$ cat src/rtl/perifPkg.sv
package perifPkg;

  // bus and pin widths
  localparam int ADDR_W = 16;
  localparam int DATA_W = 16;
  localparam int GPIO_W = 4;
  localparam int SEL_W  = 4;

  typedef logic [ADDR_W-1:0] apbAddrT;
  typedef logic [DATA_W-1:0] regDataT;
  typedef logic [GPIO_W-1:0] gpioT;
  typedef logic [SEL_W-1:0]  regSelT;

  // low address bits decoded inside the block, 32 bytes
  localparam int BLOCK_SPAN_BITS = 5;

  // word-aligned register offsets within the block
  localparam logic [3:0] REG_TIMER_LOAD = 4'h0;
  localparam logic [3:0] REG_TIMER_CTRL = 4'h4;
  localparam logic [3:0] REG_GPIO       = 4'h8;
  localparam logic [3:0] REG_GPIO_IN    = 4'hC;

  // bit positions in the one-hot register select
  localparam int SEL_LOAD    = 0;
  localparam int SEL_CTRL    = 1;
  localparam int SEL_GPIO    = 2;
  localparam int SEL_GPIO_IN = 3;

  // timer control register fields
  localparam int CTRL_COUNT_EN_BIT = 2;
  localparam int CTRL_RELOAD_BIT   = 3;

  typedef enum logic [1:0] {
    TICK_NONE   = 2'd0,
    TICK_1K     = 2'd1,
    TICK_1M     = 2'd2,
    TICK_ALWAYS = 2'd3
  } tickSelT;

  typedef enum logic [1:0] {
    RSP_IDLE = 2'd0,
    RSP_WAIT = 2'd1,
    RSP_DONE = 2'd2
  } rspStateT;

endpackage

$ cat src/rtl/ioAddrDecode.sv
`timescale 1ns/1ps

module ioAddrDecode import perifPkg::*; #(
  parameter apbAddrT addrBase = 16'h0000
) (
  input  logic    PSEL,
  input  apbAddrT PADDR,
  output regSelT  sel,
  output logic    hit,
  output logic    addrErr
);

  logic [BLOCK_SPAN_BITS-1:0] offset;
  logic [2:0]                 wordIdx;

  assign offset  = PADDR[BLOCK_SPAN_BITS-1:0];
  // byte lanes 1:0 are ignored, all accesses are full words
  assign wordIdx = offset[BLOCK_SPAN_BITS-1:2];

  // block select, upper bits against the base
  assign hit = PSEL &&
    (PADDR[ADDR_W-1:BLOCK_SPAN_BITS] == addrBase[ADDR_W-1:BLOCK_SPAN_BITS]);

  // one register per word in the lower half of the block
  assign sel[SEL_LOAD]    = hit && (wordIdx == {1'b0, REG_TIMER_LOAD[3:2]});
  assign sel[SEL_CTRL]    = hit && (wordIdx == {1'b0, REG_TIMER_CTRL[3:2]});
  assign sel[SEL_GPIO]    = hit && (wordIdx == {1'b0, REG_GPIO[3:2]});
  assign sel[SEL_GPIO_IN] = hit && (wordIdx == {1'b0, REG_GPIO_IN[3:2]});

  // upper half of the span maps to nothing
  assign addrErr = hit && (sel == '0);

  // a hit resolves to exactly one register or to the error, a miss to nothing
  always_comb begin
    assert #0 (hit ? $onehot({sel, addrErr}) : ({sel, addrErr} == '0))
      else $error("address decode not one-hot, sel=%b addrErr=%b", sel, addrErr);
  end

endmodule

$ cat src/rtl/perifTimer.sv
`timescale 1ns/1ps

module perifTimer import perifPkg::*; (
  input  logic    clk,
  input  logic    rst,
  input  regDataT wrData,
  input  logic    wrLoad,
  input  logic    wrCtrl,
  input  logic    sync1M,
  input  logic    sync1K,
  output regDataT count,
  output regDataT ctrl,
  output logic    timerActive
);

  regDataT reloadVal;
  regDataT counter;
  tickSelT tickSel;
  logic    countEn;
  logic    tick;
  logic    counterNz;
  logic    reloadCmd;
  logic    decEn;

  // tick source
  always_comb begin
    case (tickSel)
      TICK_ALWAYS: tick = 1'b1;
      TICK_1M:     tick = sync1M;
      TICK_1K:     tick = sync1K;
      default:     tick = 1'b0;
    endcase
  end

  assign counterNz = |counter;
  assign reloadCmd = wrCtrl && wrData[CTRL_RELOAD_BIT];
  // stops at zero, no wrap
  assign decEn     = countEn && tick && counterNz;

  always_ff @(posedge clk) begin
    if (rst) begin
      reloadVal   <= '0;
      counter     <= '0;
      tickSel     <= TICK_NONE;
      countEn     <= 1'b0;
      timerActive <= 1'b0;
    end else begin
      // load write wins over reload and tick
      if (wrLoad) begin
        reloadVal <= wrData;
        counter   <= wrData;
      end else if (reloadCmd) begin
        counter <= reloadVal;
      end else if (decEn) begin
        counter <= counter - regDataT'(1);
      end
      if (wrCtrl) begin
        tickSel <= tickSelT'(wrData[1:0]);
        countEn <= wrData[CTRL_COUNT_EN_BIT];
      end
      timerActive <= counterNz;
    end
  end

  assign count = counter;
  // reload bit is a command, reads back as zero
  assign ctrl  = {{(DATA_W-3){1'b0}}, countEn, tickSel};

  // an idle counter at zero stays there until software loads it again
  property noWrapP;
    @(posedge clk) disable iff (rst)
      (counter == '0 && !wrLoad && !reloadCmd) |=> (counter == '0);
  endproperty
  assert property (noWrapP) else $error("timer counter wrapped from zero");

endmodule

$ cat src/rtl/perifGpio.sv
`timescale 1ns/1ps

module perifGpio import perifPkg::*; (
  input  logic    clk,
  input  logic    rst,
  input  regDataT wrData,
  input  logic    wrGpio,
  input  gpioT    gpioIn,
  output gpioT    gpioOut,
  output gpioT    gpioOe,
  output regDataT outRead,
  output regDataT inRead
);

  gpioT inSample;

  // output value in the low nibble, enables in the next one
  always_ff @(posedge clk) begin
    if (rst) begin
      gpioOut <= '0;
      gpioOe  <= '0;
    end else if (wrGpio) begin
      gpioOut <= wrData[GPIO_W-1:0];
      gpioOe  <= wrData[2*GPIO_W-1:GPIO_W];
    end
  end

  // pins sampled every cycle
  always_ff @(posedge clk) begin
    inSample <= gpioIn;
  end

  assign outRead = {{(DATA_W-2*GPIO_W){1'b0}}, gpioOe, gpioOut};
  assign inRead  = {{(DATA_W-GPIO_W){1'b0}}, inSample};

endmodule

$ cat src/rtl/apbResponse.sv
`timescale 1ns/1ps

module apbResponse import perifPkg::*; (
  input  logic    clk,
  input  logic    rst,
  input  logic    PSEL,
  input  logic    PENABLE,
  input  logic    PWRITE,
  input  regSelT  sel,
  input  logic    addrErr,
  input  regDataT timerCount,
  input  regDataT timerCtrl,
  input  regDataT gpioOutRead,
  input  regDataT gpioInRead,
  output regDataT PRDATA,
  output logic    PREADY,
  output logic    PSLVERR,
  output logic    wrStrobe
);

  rspStateT state;
  rspStateT stateNext;
  regDataT  readMux;
  logic     inBlock;

  // either a register or the unmapped part of the block
  assign inBlock = (|sel) || addrErr;

  always_comb begin
    stateNext = state;
    case (state)
      // leave idle on the setup phase of a transfer to this block
      RSP_IDLE: if (PSEL && !PENABLE && inBlock) stateNext = RSP_WAIT;
      RSP_WAIT: stateNext = (PSEL && PENABLE) ? RSP_DONE : RSP_IDLE;
      default:  stateNext = RSP_IDLE;
    endcase
  end

  // and-or mux over the one-hot select
  assign readMux = ({DATA_W{sel[SEL_LOAD]}}    & timerCount)  |
                   ({DATA_W{sel[SEL_CTRL]}}    & timerCtrl)   |
                   ({DATA_W{sel[SEL_GPIO]}}    & gpioOutRead) |
                   ({DATA_W{sel[SEL_GPIO_IN]}} & gpioInRead);

  always_ff @(posedge clk) begin
    if (rst) begin
      state   <= RSP_IDLE;
      PRDATA  <= '0;
      PSLVERR <= 1'b0;
    end else begin
      state <= stateNext;
      // sampled in the first access cycle, presented in the second
      if (state == RSP_WAIT) begin
        PRDATA <= (PWRITE || addrErr) ? '0 : readMux;
      end
      PSLVERR <= (state == RSP_WAIT) && addrErr;
    end
  end

  assign PREADY   = (state == RSP_DONE);
  assign wrStrobe = PREADY && PWRITE && !PSLVERR;

  assert property (@(posedge clk) disable iff (rst) PREADY |-> (PSEL && PENABLE))
    else $error("PREADY outside an access phase");
  assert property (@(posedge clk) disable iff (rst) PSLVERR |-> PREADY)
    else $error("PSLVERR without PREADY");

endmodule

$ cat src/rtl/apbPerifTop.sv
`timescale 1ns/1ps

module apbPerifTop import perifPkg::*; #(
  parameter apbAddrT addrBase = 16'h4000
) (
  input  logic    clk,
  input  logic    rst,
  input  logic    PSEL,
  input  logic    PENABLE,
  input  logic    PWRITE,
  input  apbAddrT PADDR,
  input  regDataT PWDATA,
  output regDataT PRDATA,
  output logic    PREADY,
  output logic    PSLVERR,
  input  logic    sync1M,
  input  logic    sync1K,
  input  gpioT    gpioIn,
  output gpioT    gpioOut,
  output gpioT    gpioOe,
  output logic    timerActive
);

  regSelT  sel;
  logic    addrErr;
  logic    wrStrobe;
  logic    wrLoad;
  logic    wrCtrl;
  logic    wrGpio;
  regDataT timerCount;
  regDataT timerCtrl;
  regDataT gpioOutRead;
  regDataT gpioInRead;

  // block hit is carried by sel and addrErr, so the hit output stays open
  ioAddrDecode #(.addrBase(addrBase)) uDecode (
    .PSEL(PSEL), .PADDR(PADDR),
    .sel(sel), .hit(), .addrErr(addrErr)
  );

  // per-register write enables
  assign wrLoad = wrStrobe && sel[SEL_LOAD];
  assign wrCtrl = wrStrobe && sel[SEL_CTRL];
  assign wrGpio = wrStrobe && sel[SEL_GPIO];

  perifTimer uTimer (
    .clk(clk), .rst(rst),
    .wrData(PWDATA), .wrLoad(wrLoad), .wrCtrl(wrCtrl),
    .sync1M(sync1M), .sync1K(sync1K),
    .count(timerCount), .ctrl(timerCtrl), .timerActive(timerActive)
  );

  perifGpio uGpio (
    .clk(clk), .rst(rst),
    .wrData(PWDATA), .wrGpio(wrGpio), .gpioIn(gpioIn),
    .gpioOut(gpioOut), .gpioOe(gpioOe),
    .outRead(gpioOutRead), .inRead(gpioInRead)
  );

  apbResponse uResponse (
    .clk(clk), .rst(rst),
    .PSEL(PSEL), .PENABLE(PENABLE), .PWRITE(PWRITE),
    .sel(sel), .addrErr(addrErr),
    .timerCount(timerCount), .timerCtrl(timerCtrl),
    .gpioOutRead(gpioOutRead), .gpioInRead(gpioInRead),
    .PRDATA(PRDATA), .PREADY(PREADY), .PSLVERR(PSLVERR), .wrStrobe(wrStrobe)
  );

endmodule

$ cat config.mk
export PLATFORM = sky130hd
export DESIGN_NAME = apbPerifTop
export DESIGN_NICKNAME = d
export VERILOG_FILES = /design/src/rtl/perifPkg.sv /design/src/rtl/ioAddrDecode.sv /design/src/rtl/perifTimer.sv /design/src/rtl/perifGpio.sv /design/src/rtl/apbResponse.sv /design/src/rtl/apbPerifTop.sv
export SDC_FILE = /design/constraint.sdc
export NUM_CORES = 1
export LEC_CHECK = 0
export BUFFER_PORTS_ARGS = -buffer_cell sky130_fd_sc_hd__buf_2
export CORE_UTILIZATION = 49
export DETAILED_ROUTE_END_ITERATION = 10
export GPL_ROUTABILITY_DRIVEN = 0
export PLACE_DENSITY = 0.76
export SETUP_SLACK_MARGIN = 0.5
export SLEW_MARGIN = 25
export SYNTH_ARGS = -nofsm -noshare
export SYNTH_HDL_FRONTEND = slang
export SYNTH_SLANG_ARGS = --single-unit
$ cat constraint.sdc
create_clock -name clk -period 2.2 [get_ports clk]
set_input_delay 0.55 -clock clk [delete_from_list [all_inputs] [get_ports clk]]
set_output_delay 0.55 -clock clk [all_outputs]
set_load 0.005 [all_outputs]
==> metrics.csv, run 1 <==
metric,value,unit
CTS H-tree depth,3,
Num CTS Buffers,9,
Max Clock Freq,503,MHz
GRT Residual Overflow,0,
dpl hpwl,6.25,mm
total power,2.49,mW
PD cells,515,nW/um^2
number of global-route vias before repair,3045,
CP Class,flip-flop to flip-flop,
PortBufs,67,
vias post-DR,3362,
crit start category,flip-flop,
worst-case vdd ir drop,0.562,mV
final hold violations,0,
worst-margin pin slew,0.545,ns
"Req. time, crit path",2.47,ns
sequential area share after synthesis,0.422,
post-route insts no fill,570,
Final ANT Viol Nets,0,
clk_lat worst skew,0.35,ns
worst rel slew slack,0.633,
Multi-input gate area,2180,sq um
top-area cell type share of the netlist area,0.422,
register area,1350,sq um
Post-CTS Hold Buffers,0,
Post-Synthesis Cell Area,3180,sq um
FILL cells,380,
syn nets,411,
DRC viols,0,
Tmin final,1.99,ns
die area,6810,sq um
placed cells,533,
Mapped Cells,366,
worst r2r path cells,8,
post-synth top area cell,dfxtp_1,
# rows,28,
first-pass GRT wire length,14.4,mm
WL/cell,18.0,microns
WL final,10.3,mm
Seq cells post-synth,67,
Slew Limit Fails,0,
via density per instance,5.90,
DR pass1 iterations,4,
Leak,1.97,nW
MaxCap Viol Count,0,
clk slew on worst S/H paths,0.07,ns
Setup Viol. Count Final,0,
Synth area leaders,"dfxtp_1 (42%), nand2_1 (7.0%), nor2_1 (5.0%)",
HP Class,input port to flip-flop,
Overall Global Routing Usage,0.288,
initial core utilization,0.522,
final net count,536,
pin count of the biggest net entering global routing,35,
Final period util,0.904,
worst-case clock buffer depth,2,
Post-synth EDFFs,0,
Worst setup EP type,flip-flop,
mean post-synth cell area,8.69,sq um
CTS Sinks,67,
initial antenna violation count,0,
CTS root buf,clkbuf_8,
ys flop type,dfxtp_1,
Worst Hold Depth,1,
post-synth cell types,52,
I/O pin count,70,
CP Max Fanout,8,
Die Height,82.6,microns
Clock Skew,0.00502,ns
core outline area,6100,sq um
number of diodes,0,
"count leader, synth",dfxtp_1,
"top cells by count, synth","dfxtp_1 (67), nand2_1 (59), nor2_1 (42)",
CTS tree,built,
unrepaired setup endpoints after global routing,yes,
Crit path arrival time,2.26,ns
Die Wd,82.6,microns
synthesis warning total,0,
Synth async-reset ratio,0,
Initial DRC Count,296,
layout cells sized above 1,0.503,
Synth-to-Final Area Change,52.0,%
outcome,finished clean,
-- worst paths after layout --
path	start	to	slack, ns
hold / removal	gpioIn[3]	uGpio.inSample[3]$_DFF_P_	0.30
setup reg to reg	uTimer.count[4]$_SDFFE_PP0P_	uTimer.count[5]$_SDFFE_PP0P_	0.21
setup / recovery	uTimer.count[4]$_SDFFE_PP0P_	uTimer.count[5]$_SDFFE_PP0P_	0.21
hold reg to reg	uResponse.PRDATA[1]$_SDFFE_PP0P_	uResponse.PRDATA[1]$_SDFFE_PP0P_	0.46
-- per-stage QoR --
step	instance area [sq um]	util	setup WS [ns]	hold WS [ns]	TNS, ns
floorplan	3310	-	-0.000349	0.432	-0.000349
global placement	3940	0.646	-0.125	0.435	-2.06
detailed placement	3940	0.646	-0.155	0.436	-2.23
CTS	4440	0.729	0.267	0.289	0
global route	4830	0.793	0.118	0.282	0
finish	4830	0.793	0.210	0.299	0
-- cells by family (layout without fill, tap and decap cells) --
| group | after synthesis | count (layout) | synth area share |
|---|---|---|---|
| AOI/OAI and AO/OA | 88 | 88 | 0.205 |
| xor gates and xnor gates | 8 | 8 | 0.0220 |
| adders and majority gates | 2 | 2 | 0.00787 |
| buffers and inverters | 29 | 158 | 0.0409 |
| DFF | 67 | 67 | 0.422 |
| muxes | 13 | 13 | 0.0531 |
| and+or+nand+nor | 159 | 159 | 0.250 |
-- power by group --
| group | internal, mW | total (mW) | switching (mW) | leakage [nW] |
|---|---|---|---|---|
| sequential | 1.21 | 1.22 | 0.000916 | 0.543 |
| combinational | 0.0650 | 0.153 | 0.0878 | 1.32 |
| clock | 0.635 | 1.12 | 0.484 | 0.0996 |
| total | 1.91 | 2.49 | 0.573 | 1.97 |
-- area by class of cell --
cell class / instances / area share
inverter: 9 / 0.00699
sequential: 67 / 0.279
tap: 75 / 0.0194
timing repair buffer: 134 / 0.201
clock buffer: 11 / 0.0272
multi-input combinational: 270 / 0.450
clock inverter: 4 / 0.0158
-- repair_timing --
item | in CTS | in global routing
setup endpoints to repair | 54 | 55
gates cloned | 0 | 1
resized for setup | 45 | 77
setup buffers | 13 | 8
pin swaps | 26 | 41
-- routing by layer --
metal | vias to the layer above | GRT usage | wire length [microns]
met3 | 27 | 0.0560 | 699
met2 | 137 | 0.508 | 5050
li1 | 1572 | - | -
met5 | - | 0 | 0
met1 | 1626 | 0.338 | 4260
met4 | 0 | 0.124 | 255
-- registers in the layout, summed over array words and instances, names as in the netlist --
signal              flops
uResponse.PRDATA       16
uTimer.count           16
uTimer.reloadVal       16
uGpio.gpioOe            4
uGpio.gpioOut           4
uGpio.inSample          4
uResponse.state         2
uTimer.tickSel          2
uResponse.PSLVERR       1
uTimer.countEn          1
uTimer.timerActive      1
-- cells in the final DEF, fill, tap and decap left out, drive strengths merged, types with 2 or more instances in the layout --
cell	count
nand2b	3
a311oi	9
and3	3
nor3b	4
a211oi	2
or4	2
a41oi	2
a21oi	26
nor4b	4
and2	4
nor4	7
nand4	7
nor3	10
a31oi	5
dfxtp	67
mux2i	9
inv	9
clkbuf	12
xor2	4
nand3	5
o21ai	12
o211ai	8
nor2	42
a22oi	15
buf	133
mux4	3
xnor2	4
o221a	3
nand2	59
bufinv	2
ha	2
nor2b	5
-- critical path, stage by stage (launching register included) --
cell and delay [ns]:
dfxtp_4 0.36, nor4_4 0.29, buf_4 0.16, nand4_1 0.12, and2_4 0.20, or2_4 0.28, buf_6 0.15, buf_4 0.13
a311oi_2 0.21
Power figures use the tool's default switching activity.
==> run 2: changes to the inputs <==
- REMOVE_ABC_BUFFERS: not set -> 1
==> run 2 against run 1 <==
Effect of this change: the flow now finishes with violations (setup timing); final area rose by 8.8%; register-to-register slack worse by 0.27 ns; global-route usage increased by 9.0 points; combinational power increased by 20%; non-clock buffer count up 20; die area unchanged; wire length increased by 55%; fmax fell by 16%; hold slack got worse by 0.0070 ns; clock skew up 0.0024 ns; critical path type is now input port to flip-flop; largest cell class unchanged; highest routed layer unchanged.
==> metrics.csv, run 2 (same netlist as run 1, synthesis figures left out) <==
metric,value,unit,change
outcome,"complete, but fails checks",,
failing checks,setup timing,,
CP max stage cell,nor4_4,,
CP Class,input port to flip-flop,,
"commonest non-fill, non-tap cell in the layout",buf_2,,
crit-path leading delay family,simple AND/OR/NAND/NOR gates,,
Leak,2.20,nW,+12%
first-pass GRT wire length,18.8,mm,+31%
Setup Viol. Count Final,41,,+41
PD cells,469,nW/um^2,-8.9%
initial core utilization,0.522,,unchanged
vias post-DR,4090,,+22%
pre-CTS setup slack,-0.282,ns,-0.127 ns
worst-case vdd ir drop,0.543,mV,-3.3%
final net count,556,,+3.7%
DRC viols,0,,unchanged
Die Height,82.6,microns,unchanged
crit path launch,PADDR[13],,
CTS root buf,clkbuf_8,,
number of diodes,0,,unchanged
FF-to-FF Start,uTimer.count[11]$_SDFFE_PP0P_,,
Tmin final,2.38,ns,+0.389 ns
"commonest non-fill, non-tap cells in the layout","buf_2 (61), dfxtp_1 (58), buf_4 (49)",,
clk_lat worst skew,0.35,ns,about the same
Num CTS Buffers,9,,unchanged
Synth-to-Final Area Change,65.4,%,
via density per instance,6.93,,+18%
worst-margin pin slew,0.517,ns,-0.0276 ns
setup ws final,-0.179,ns,-0.389 ns
CP Max Fanout,7,,-1
CTS Sinks,67,,unchanged
Worst setup EP type,flip-flop,,
Slew Limit Fails,0,,unchanged
pin count of the biggest net entering global routing,31,,-11%
WL/cell,27.0,microns,+50%
layout cells sized above 1,0.596,,+0.0931
WHS,0.292,ns,-0.00696 ns
clk slew on worst S/H paths,0.07,ns,about the same
CP peak stage delay,0.52,ns,+0.16 ns
"most used cell, CP",buf_4,,
die area,6810,sq um,unchanged
post-layout util,0.862,,+0.0696
MaxCap Viol Count,0,,unchanged
Initial DRC Count,754,,+150%
Final period util,1.08,,+0.177
Final ANT Viol Nets,0,,unchanged
total power,2.46,mW,-0.90%
FILL cells,271,,-29%
Max Clock Freq,420,MHz,-16%
dpl hpwl,6.42,mm,+2.7%
CTS H-tree depth,3,,unchanged
worst rel slew slack,0.653,,+0.0190
CTS tree,built,,
Clock Skew,0.00744,ns,+0.00242 ns
Die Wd,82.6,microns,unchanged
unrepaired setup endpoints after global routing,yes,,
worst-case clock buffer depth,2,,unchanged
Worst Path Buf+Inv,3,,unchanged
I/O pin count,70,,unchanged
Crit path arrival time,2.61,ns,+0.35 ns
"Req. time, crit path",2.43,ns,-0.04 ns
initial antenna violation count,0,,unchanged
HP Class,input port to flip-flop,,
number of global-route vias before repair,3717,,+22%
core outline area,6100,sq um,unchanged
PortBufs,67,,unchanged
final hold violations,0,,unchanged
min-delay src,gpioIn[2],,
# rows,28,,unchanged
DR pass1 iterations,6,,+2
WL final,16.0,mm,+55%
Overall Global Routing Usage,0.378,,+0.0903
CP Cell Sequence,buf_8 > nor4_4 > buf_4 > nand4_4 > a2111oi_4 > buf_4 > a31oi_2 > nor2_1 > a211oi_2,,
crit start category,input port,,
GRT Residual Overflow,0,,unchanged
[run 2: cell count changes in the layout (fill, tap and decap cells not counted), sizes merged]
cell,delta
buf,+21
clkbuf,+1
bufinv,-1
clkinvlp,-1
[run 2: timing repair]
item	4_1_cts	5_1_grt
endpoints found under the setup margin	58	61
hold buffers	0	0
setup buffers	20	10
gates cloned	2	1
pin swaps	64	48
gates resized for setup	129	99
[run 2: report_power, final]
group / switching [mW] / internal, mW / leakage, nW / total [mW]
combinational: 0.113 / 0.0698 / 1.55 / 0.183
sequential: 0.000944 / 1.21 / 0.546 / 1.22
clock: 0.487 / 0.579 / 0.0995 / 1.07
total: 0.602 / 1.86 / 2.20 / 2.46
[run 2: metal layers]
metal | wire length (microns) | GRT usage | up-vias
li1 | - | - | 1620
met1 | 5360 | 0.426 | 1917
met2 | 6980 | 0.647 | 385
met3 | 2080 | 0.0901 | 168
met4 | 1540 | 0.226 | 0
met5 | 0 | 0 | -
[run 2: layout make-up]
cell class	instances	area, sq um	share of cell area
Clock buffer	13	159	0.0302
Clock inverter	2	35.0	0.00666
Inverter	9	33.8	0.00643
Multi-Input combinational cell	270	2360	0.448
Sequential cell	67	1360	0.258
Tap cell	75	93.8	0.0178
Timing Repair Buffer	154	1220	0.233
[run 2: path summary, 6_finish.rpt]
check                                      to  slack, ns  depth (start not counted)
max             uTimer.count[10]$_SDFFE_PP0P_      -0.18                          9
min                 uGpio.inSample[2]$_DFF_P_       0.29                          1
max reg2reg     uTimer.count[10]$_SDFFE_PP0P_      -0.06                          9
min reg2reg  uResponse.PRDATA[2]$_SDFFE_PP0P_       0.47                          2
[run 2: through the flow]
step | instances | cell area (sq um) | setup TNS (ns)
3_5_place_dp | 542 | 3920 | -7.00
5_1_grt | 590 | 5260 | -4.85
2_1_floorplan | 346 | 3080 | -7.89
3_3_place_gp | 542 | 3920 | -5.00
6_report | 590 | 5260 | -3.29
4_1_cts | 579 | 4790 | 0
==> run 3: changes to the inputs <==
- SETUP_SLACK_MARGIN: 0.5 -> not set
==> run 3 against run 2 <==
Effect of this change: the flow now finishes without violations; cell count decreased by 5.6%; final area down 21%; sequential share of layout area increased by 6.7 points; critical endpoint is now uResponse.PRDATA[5]$_SDFFE_PP0P_.
==> metrics.csv, run 3 (same netlist as run 1, synthesis figures left out) <==
metric,value,unit,change
outcome,finished clean,,
number of gates resized after cts,0,,-100%
first-pass GRT wire length,14.1,mm,-25%
Worst setup EP type,flip-flop,,
Clock Skew,0.00296,ns,-0.00448 ns
placed cell area,3920,sq um,unchanged
die area,6810,sq um,unchanged
Slew Limit Fails,0,,unchanged
Tmin final,2.11,ns,-0.265 ns
CP Class,input port to flip-flop,,
vias post-DR,3163,,-23%
clk_lat worst skew,0.34,ns,about the same
CTS root buf,clkbuf_8,,
HP Class,input port to flip-flop,,
dpl hpwl,6.42,mm,unchanged
I/O pin count,70,,unchanged
pin count of the biggest net entering global routing,31,,unchanged
Synth-to-Final Area Change,30.0,%,
Initial DRC Count,166,,-78%
WL final,8.60,mm,-46%
Num CTS Buffers,9,,unchanged
CTS H-tree depth,3,,unchanged
number of diodes,0,,unchanged
worst-margin pin slew,0.427,ns,-0.0902 ns
initial core utilization,0.522,,unchanged
GRT Residual Overflow,0,,unchanged
worst r2r path cells,9,,unchanged
initial antenna violation count,0,,unchanged
PD cells,571,nW/um^2,+22%
Overall Global Routing Usage,0.279,,-0.0994
core outline area,6100,sq um,unchanged
via density per instance,5.68,,-18%
Final ANT Viol Nets,0,,unchanged
Worst Hold Depth,1,,unchanged
"Req. time, crit path",2.47,ns,+0.04 ns
Max Clock Freq,473,MHz,+13%
Post-CTS Hold Buffers,0,,unchanged
unrepaired setup endpoints after global routing,no,,
CP peak stage delay,0.60,ns,+0.08 ns
Die Wd,82.6,microns,unchanged
DR pass1 iterations,4,,-2
CTS Sinks,67,,unchanged
TNS Setup,0,ns,+3.29 ns
Final period util,0.961,,-0.120
final instance area,4130,sq um,-21%
MaxCap Viol Count,0,,unchanged
"commonest non-fill, non-tap cells in the layout","buf_2 (67), dfxtp_1 (67), nand2_1 (59)",,
number of global-route vias before repair,3033,,-18%
worst-case vdd ir drop,0.524,mV,-3.6%
final net count,523,,-5.9%
CTS tree,built,,
worst rel slew slack,0.713,,+0.0602
CP max stage cell,or4_1,,
setup bufs post-CTS,0,,-100%
layout cells sized above 1,0.324,,-0.272
DRC viols,0,,unchanged
PortBufs,67,,unchanged
CP Max Fanout,6,,-1
Die Height,82.6,microns,unchanged
# rows,28,,unchanged
crit start category,input port,,
Setup Viol. Count Final,0,,-100%
total power,2.36,mW,-4.2%
Leak,1.70,nW,-23%
final hold violations,0,,unchanged
WL/cell,15.4,microns,-43%
clk slew on worst S/H paths,0.07,ns,about the same
worst-case clock buffer depth,2,,unchanged
Crit path arrival time,2.38,ns,-0.23 ns
CP Cell Sequence,buf_2 > nor4b_4 > nand4_1 > or4_1 > nor2_1 > buf_4 > nand2_1 > a21oi_1,,
## run 3: cell count changes in the layout (fill, tap and decap cells not counted), moves of 8 or more
cell,previous run,this run
nor2_1,26,42
dfxtp_2,8,0
dfxtp_1,58,67
nand2_2,19,0
a21oi_2,19,0
buf_6,35,0
nand2_1,23,59
nand2_4,17,0
nor2_4,10,0
a21oi_1,7,26
## run 3: critical path: cells and delay by family
| family | cells | cell delay, ns |
|---|---|---|
| buf+inv | 2 | 0.31 |
| simple gates | 5 | 1.34 |
| compound gates | 1 | 0.16 |
## run 3: stage by stage
stage	hold slack, ns	setup WS (ns)	utilization	std cells
2_1_floorplan	0.425	-0.454	-	346
3_3_place_gp	0.436	-0.206	0.643	542
3_5_place_dp	0.449	-0.282	0.643	542
4_1_cts	0.295	0.0714	0.674	557
5_1_grt	0.285	0.0372	0.678	557
6_report	0.304	0.0864	0.678	557
## run 3: final timing paths
path,start,end,slack [ns]
setup / recovery,PADDR[5],uResponse.PRDATA[5]$_SDFFE_PP0P_,0.09
hold / removal,gpioIn[1],uGpio.inSample[1]$_DFF_P_,0.30
setup reg to reg,uTimer.count[0]$_SDFFE_PP0P_,uTimer.count[14]$_SDFFE_PP0P_,0.18
hold reg to reg,uTimer.reloadVal[15]$_SDFFE_PP0P_,uTimer.reloadVal[15]$_SDFFE_PP0P_,0.46
## run 3: layer usage
| layer | up-vias | part of all wire | track usage |
|---|---|---|---|
| li1 | 1552 | - | - |
| met1 | 1524 | 0.44 | 0.340 |
| met2 | 77 | 0.51 | 0.488 |
| met3 | 10 | 0.043 | 0.0670 |
| met4 | 0 | 0.013 | 0.0776 |
| met5 | - | 0 | 0 |
## run 3: power breakdown
| group | internal [mW] | switching [mW] |
|---|---|---|
| Clock | 0.578 | 0.439 |
| Combinational | 0.0547 | 0.0705 |
| Sequential | 1.22 | 0.00101 |
| Total | 1.85 | 0.511 |
## run 3: final cells by class
type                    instances  area, sq um
clock buffers                  13          159
clock inverters                 2         35.0
fillers                       516         1960
inverters                       9         33.8
multi-input cells             270         1730
flip-flops and latches         67         1340
well taps                      75         93.8
repair buffers                121          741
